===== config.mk =====
export PLATFORM = sky130hd
export DESIGN_NAME = ddpBeatFifo
export DESIGN_NICKNAME = d
export VERILOG_FILES = /design/src/source/ddpPkg.sv /design/src/source/ddpBeatFifo.sv
export SDC_FILE = /design/constraint.sdc
export NUM_CORES = 2
export LEC_CHECK = 0
export BUFFER_PORTS_ARGS = -buffer_cell sky130_fd_sc_hd__clkbuf_2
export CAP_MARGIN = 5
export CORE_UTILIZATION = 35
export DETAILED_ROUTE_END_ITERATION = 12
export GPL_TIMING_DRIVEN = 0
export PLACE_DENSITY = 0.55
export SLEW_MARGIN = 20
export SYNTH_ARGS = -nofsm -noshare
export SYNTH_HDL_FRONTEND = slang
export SYNTH_SLANG_ARGS = --single-unit

===== constraint.sdc =====
create_clock -name clock -period 22.9 [get_ports clock]
set_input_delay 1.145 -clock clock [delete_from_list [all_inputs] [get_ports clock]]
set_output_delay 1.145 -clock clock [all_outputs]
set_load 0.03 [all_outputs]

===== src/source/ddpPkg.sv =====
package ddpPkg;

   // Sizes
   localparam int BeatBits = 256;
   localparam int HeaderBytes = 11;
   localparam int FirstPayloadBytes = 21;
   localparam int QueueCount = 16;
   localparam int QueueDepth = 8;
   localparam int FifoDepth = 8;

   // RDMAP opcode in the low nibble of rdmapControl
   typedef enum logic [3:0] {
      Send = 4'b0011,
      Req  = 4'b0001,
      Ack  = 4'b0010
   } ddpOpcode;

   typedef enum logic [1:0] {
      Idle,
      Body,
      Flush
   } cutState;

   // One framed beat, byteCount only meaningful on eop
   typedef struct packed {
      logic                sop;
      logic                eop;
      logic [5:0]          byteCount;
      logic [BeatBits-1:0] data;
   } ddpBeat;

   // Top 88 bits of a first beat
   typedef struct packed {
      logic [7:0]  ddpControl;
      logic [7:0]  rdmapControl;
      logic [3:0]  queueNumber;
      logic [11:0] reserved;
      logic [55:0] rdmapHeader;
   } ddpHeader;

   typedef struct packed {
      logic [3:0]          queueNumber;
      logic [BeatBits-1:0] data;
   } payloadWord;

endpackage

===== src/source/ddpBeatFifo.sv =====
`timescale 1ns/1ps

module ddpBeatFifo (
   input  logic           clock,
   input  logic           reset,
   input  ddpPkg::ddpBeat writeBeat,
   input  logic           write,
   output logic           full,
   output ddpPkg::ddpBeat headBeat,
   output logic           notEmpty,
   input  logic           pop
);
   import ddpPkg::*;

   ddpBeat memory [FifoDepth];

   logic [$clog2(FifoDepth)-1:0] writePointer;
   logic [$clog2(FifoDepth)-1:0] readPointer;
   logic [$clog2(FifoDepth):0]   count;
   logic                         doWrite;
   logic                         doPop;

   assign full = count == $bits(count)'(FifoDepth);
   assign notEmpty = count != '0;

   // Writes while full are lost
   assign doWrite = write && !full;
   assign doPop = pop && notEmpty;

   // Head is always visible
   assign headBeat = memory[readPointer];

   always_ff @(posedge clock or negedge reset) begin
      if (!reset) begin
         writePointer <= '0;
         readPointer <= '0;
         count <= '0;
      end else begin
         if (doWrite) begin
            writePointer <= writePointer + 1'b1;
         end
         if (doPop) begin
            readPointer <= readPointer + 1'b1;
         end
         case ({doWrite, doPop})
            2'b10: count <= count + 1'b1;
            2'b01: count <= count - 1'b1;
            default: count <= count;
         endcase
      end
   end

   always_ff @(posedge clock) begin
      if (doWrite) begin
         memory[writePointer] <= writeBeat;
      end
   end

   // Producer must watch full
   noWriteWhenFull: assert property (
      @(posedge clock) disable iff (!reset)
      write |-> !full
   ) else $error("beat written while FIFO full, beat dropped");

   // Consumer must watch notEmpty
   noPopWhenEmpty: assert property (
      @(posedge clock) disable iff (!reset)
      pop |-> notEmpty
   ) else $error("pop while FIFO empty");

endmodule


==> results.yml <==
outcome:
  status: "finished, final reports clean"
yosys:
  ys_warn_count: 0
  synth_mux_area_frac: 0.190
  synth.cell_area_mm2: 0.0803
  ys_seq_area_frac: 0.793
  synth_top_area_cell: "edfxtp_1"
  ys_types: 33
  synth_compound_area_frac: 0.000530
  synth_top_cell_area_share: 0.790
  synth_top_cells_by_area: "edfxtp_1 79%, mux4_2 12%, mux2_2 3.7%"
  synth_top_family_by_area: "multiplexers"
  ys_seq_elements: 2122
  synthCells: 3116
  synth-xor-area-share: 0.000655
  synth_fa_ha_area_frac: 0.00103
  synth_fp_nets: 3390
  yosys.area_share.simple: 0.00178
  syn_avg_cell_area_um2: 25.8
clock_network:
  cts_made_buffers: 219
  clk_pin_slew_ps: 60
  root_buffer: "clkbuf_16"
  htree_levels: 4
  cts_hold_buffers: 0
  cts_setup_buffers: 0
  post_cts_resize_count: 0
  insertion_delay_ps: 840
  cts_buffer_depth: 3
  cts_tree: "built"
  clock_sinks: 2122
min_path:
  worstHoldPathType: "in -> async"
global_route:
  antenna_found_initial: 40
  grt_first_pass_wirelength_um: 271000
  grt_max_degree: 20
  grt_usage: 0.162
  gr-total-overflow: 0
  first_global_vias: 37800
floorplanning:
  pin_count: 534
  row_count: 175
  core-area_mm2: 0.228
  die_w_um: 481
  fp.dieH_um: 481
  start_util: 0.353
  die_area_mm2: 0.231
drt:
  drt_pass1_iterations: 5
  postRouteAntennaNets: 0
  vias: 36300
  routed_wl_um: 188000
  via_per_inst: 4.99
  avgRoutedWirePerCell_um: 25.9
  drtIter0Drc: 2562
  drc: 0
timing:
  grt_setup_unrepaired: "no"
  min_period_over_period: 0.215
  worst_pin_slew_ps: 964
  fin_setup_tns_ps: 0
  maxSlewHeadroom: 0.357
  hold_viol_final: 0
  final_max_slew_viol_count: 0
  layout_setup_ws_ps: 17970
  period_minus_slack_ps: 4930
  fmax_mhz: 203
  setup_violations: 0
  hold-worst-slack_ps: 166
  finClkSkew_ps: 24.9
layout:
  syn_to_final_growth_pct: 20.8
  utilization: 0.426
  final_nets: 4340
  drive_gt1_frac: 0.430
setup_path:
  timing.critical_path.buf_inv: 4
  worst_path_max_delay_cell: "clkbuf_1"
  crit_type: "reg -> out"
  crit_fanout: 11
  r2r_start: "count[3]$_DFFE_PN0P_"
  cp.required_ps: 21760
  crit_chain: "buf_2, buf_2, clkbuf_1, mux4_2, mux2_2, clkbuf_2"
  critical-path-max-stage-delay_ps: 780
  end_kind: "output pin"
  cp_num_cells: 6
  worstPathArrival_ps: 3780
  cpMostUsedCell: "buf_2"
  cp-endpoint: "headBeat[111]"
  start_kind: "register"
  crit_path_start: "readPointer[1]$_DFFE_PN0P_"
  worstRegToRegCells: 13
  timing.rr.end: "memory[1][146]$_DFFE_PP_"
  crit_family: "buffers and inverters"
  rrSetupSlack_ps: 18880
job:
  drv_cap: 0
pwr:
  ir_drop_mv: 0.0843
  leakage_nw: 31.9
  p_per_area_mw_per_mm2: 136
placement:
  dpl.hpwl_um: 126000
  portBuffers: 533
  gp_congestion: 0.698
  pre_cts_slack_ps: 18260
-- where the power goes --
| group | switching, mW | internal, mW |
|---|---|---|
| combinational | 2.86 | 1.92 |
| clock | 1.47 | 1.99 |
| sequential | 0.0986 | 4.87 |
-- final cells by class --
cell class                 instances  area (µm²)
antenna                            8        20.0
fill                           19600      131000
clock buffer                     283        5880
clock inverter                   122        1110
timing repair buffer             729        5890
sequential                      2122       63700
buffer                           148        1040
inverter                           6        22.5
multi-input combinational        840       15600
tap                             3009        3760
-- sequential cells by signal, indices dropped and copies added (netlist names) --
signal        count
memory         2112
count             4
readPointer       3
writePointer      3
-- worst reg2reg max path: stages, from the launching register on --
cell and delay [ps]:
dfrtp_1 410, or4b_2 290, nand3_1 320, nor3_2 660, buf_4 310, buf_4 220
buf_4 210, buf_6 160, buf_4 180, buf_4 190, buf_6 160, buf_4 200
buf_4 220, buf_4 200
-- metrics by stage --
stage          cells  area (µm²)  power, mW
2_1_floorplan   3116       80300       8.44
3_3_place_gp    6658       86700       10.3
3_5_place_dp    6854       90000       9.97
4_1_cts         7259       97000       13.5
5_1_grt         7261       97000       13.8
6_report        7267       97000       13.2
-- cells in the final DEF, fill, tap and decap left out, types with 3 or more instances in the layout --
master      synthesis  routed
clkinv_2            0      40
dfrtp_1            10      10
buf_8               5       5
xnor2_1             5       5
buf_2              10      10
inv_1               6       6
clkinvlp_4          0       5
clkinv_1            0      47
clkbuf_2            0     536
nor3b_1             3       3
buf_16              0      47
mux4_2            443     443
nand2_1             4       4
clkinv_16           0       3
mux4_1             85      85
diode_2             0       8
bufinv_16           0      16
clkbuf_1           47      98
buf_4               1      65
buf_12              0      56
nand3_1             5       5
buf_6              53      82
edfxtp_1         2112    2112
clkbuf_8            0       5
nor2_4              0       6
ha_1                5       5
buf_1              30      30
mux2_2            267     267
clkbuf_16           0     224
inv_6               0       6
-- routing by layer --
layer / vias up / global-route usage / share of wire
li1: 15500 / - / -
met3: 283 / 0.0447 / 0.064
met4: 40 / 0.0362 / 0.018
met1: 19600 / 0.215 / 0.43
met2: 864 / 0.265 / 0.49
met5: - / 0 / 0.0013
-- synthesized netlist by cell type --
cell	n
dfrtp_1	10
inv_1	6
xnor2_1	5
edfxtp_1	2112
nor3b_1	3
buf_6	53
buf_1	30
a2111o_1	1
xor2_1	1
mux2_2	267
nand2_1	4
nor2_1	6
ha_1	5
o311ai_0	1
or4_1	1
a21oi_1	2
dlymetal6s2s_1	1
clkbuf_1	47
nand3_1	5
nand3b_1	1
fa_1	1
or4b_2	2
buf_2	10
mux4_2	443
mux2i_1	1
buf_4	1
clkbuf_4	1
nor3_1	2
mux4_1	85
buf_8	5
o21ai_0	1
o211ai_1	1
nand2b_1	2
-- cells by family after synthesis --
logic type      Yosys count
fa+ha+maj                 6
mux                     796
simple gates             26
xor+xnor                  6
flops                  2122
compound gates            6
buf+inv                 154
-- worst min-delay path by stage --
| stage | from | to | slack (ps) | depth (start not counted) |
|---|---|---|---|---|
| 3_5_place_dp | writePointer[0]$_DFFE_PN0P_ | writePointer[0]$_DFFE_PN0P_ | 510 | 1 |
| 3_3_place_gp | writePointer[0]$_DFFE_PN0P_ | writePointer[0]$_DFFE_PN0P_ | 510 | 1 |
| 5_1_grt | reset | count[2]$_DFFE_PN0P_ | 130 | 1 |
| 2_1_floorplan | count[2]$_DFFE_PN0P_ | count[2]$_DFFE_PN0P_ | 480 | 2 |
| 4_1_cts | reset | readPointer[0]$_DFFE_PN0P_ | 90 | 1 |
| 6_report | reset | readPointer[0]$_DFFE_PN0P_ | 170 | 1 |
(Power assumes the default switching activity.)
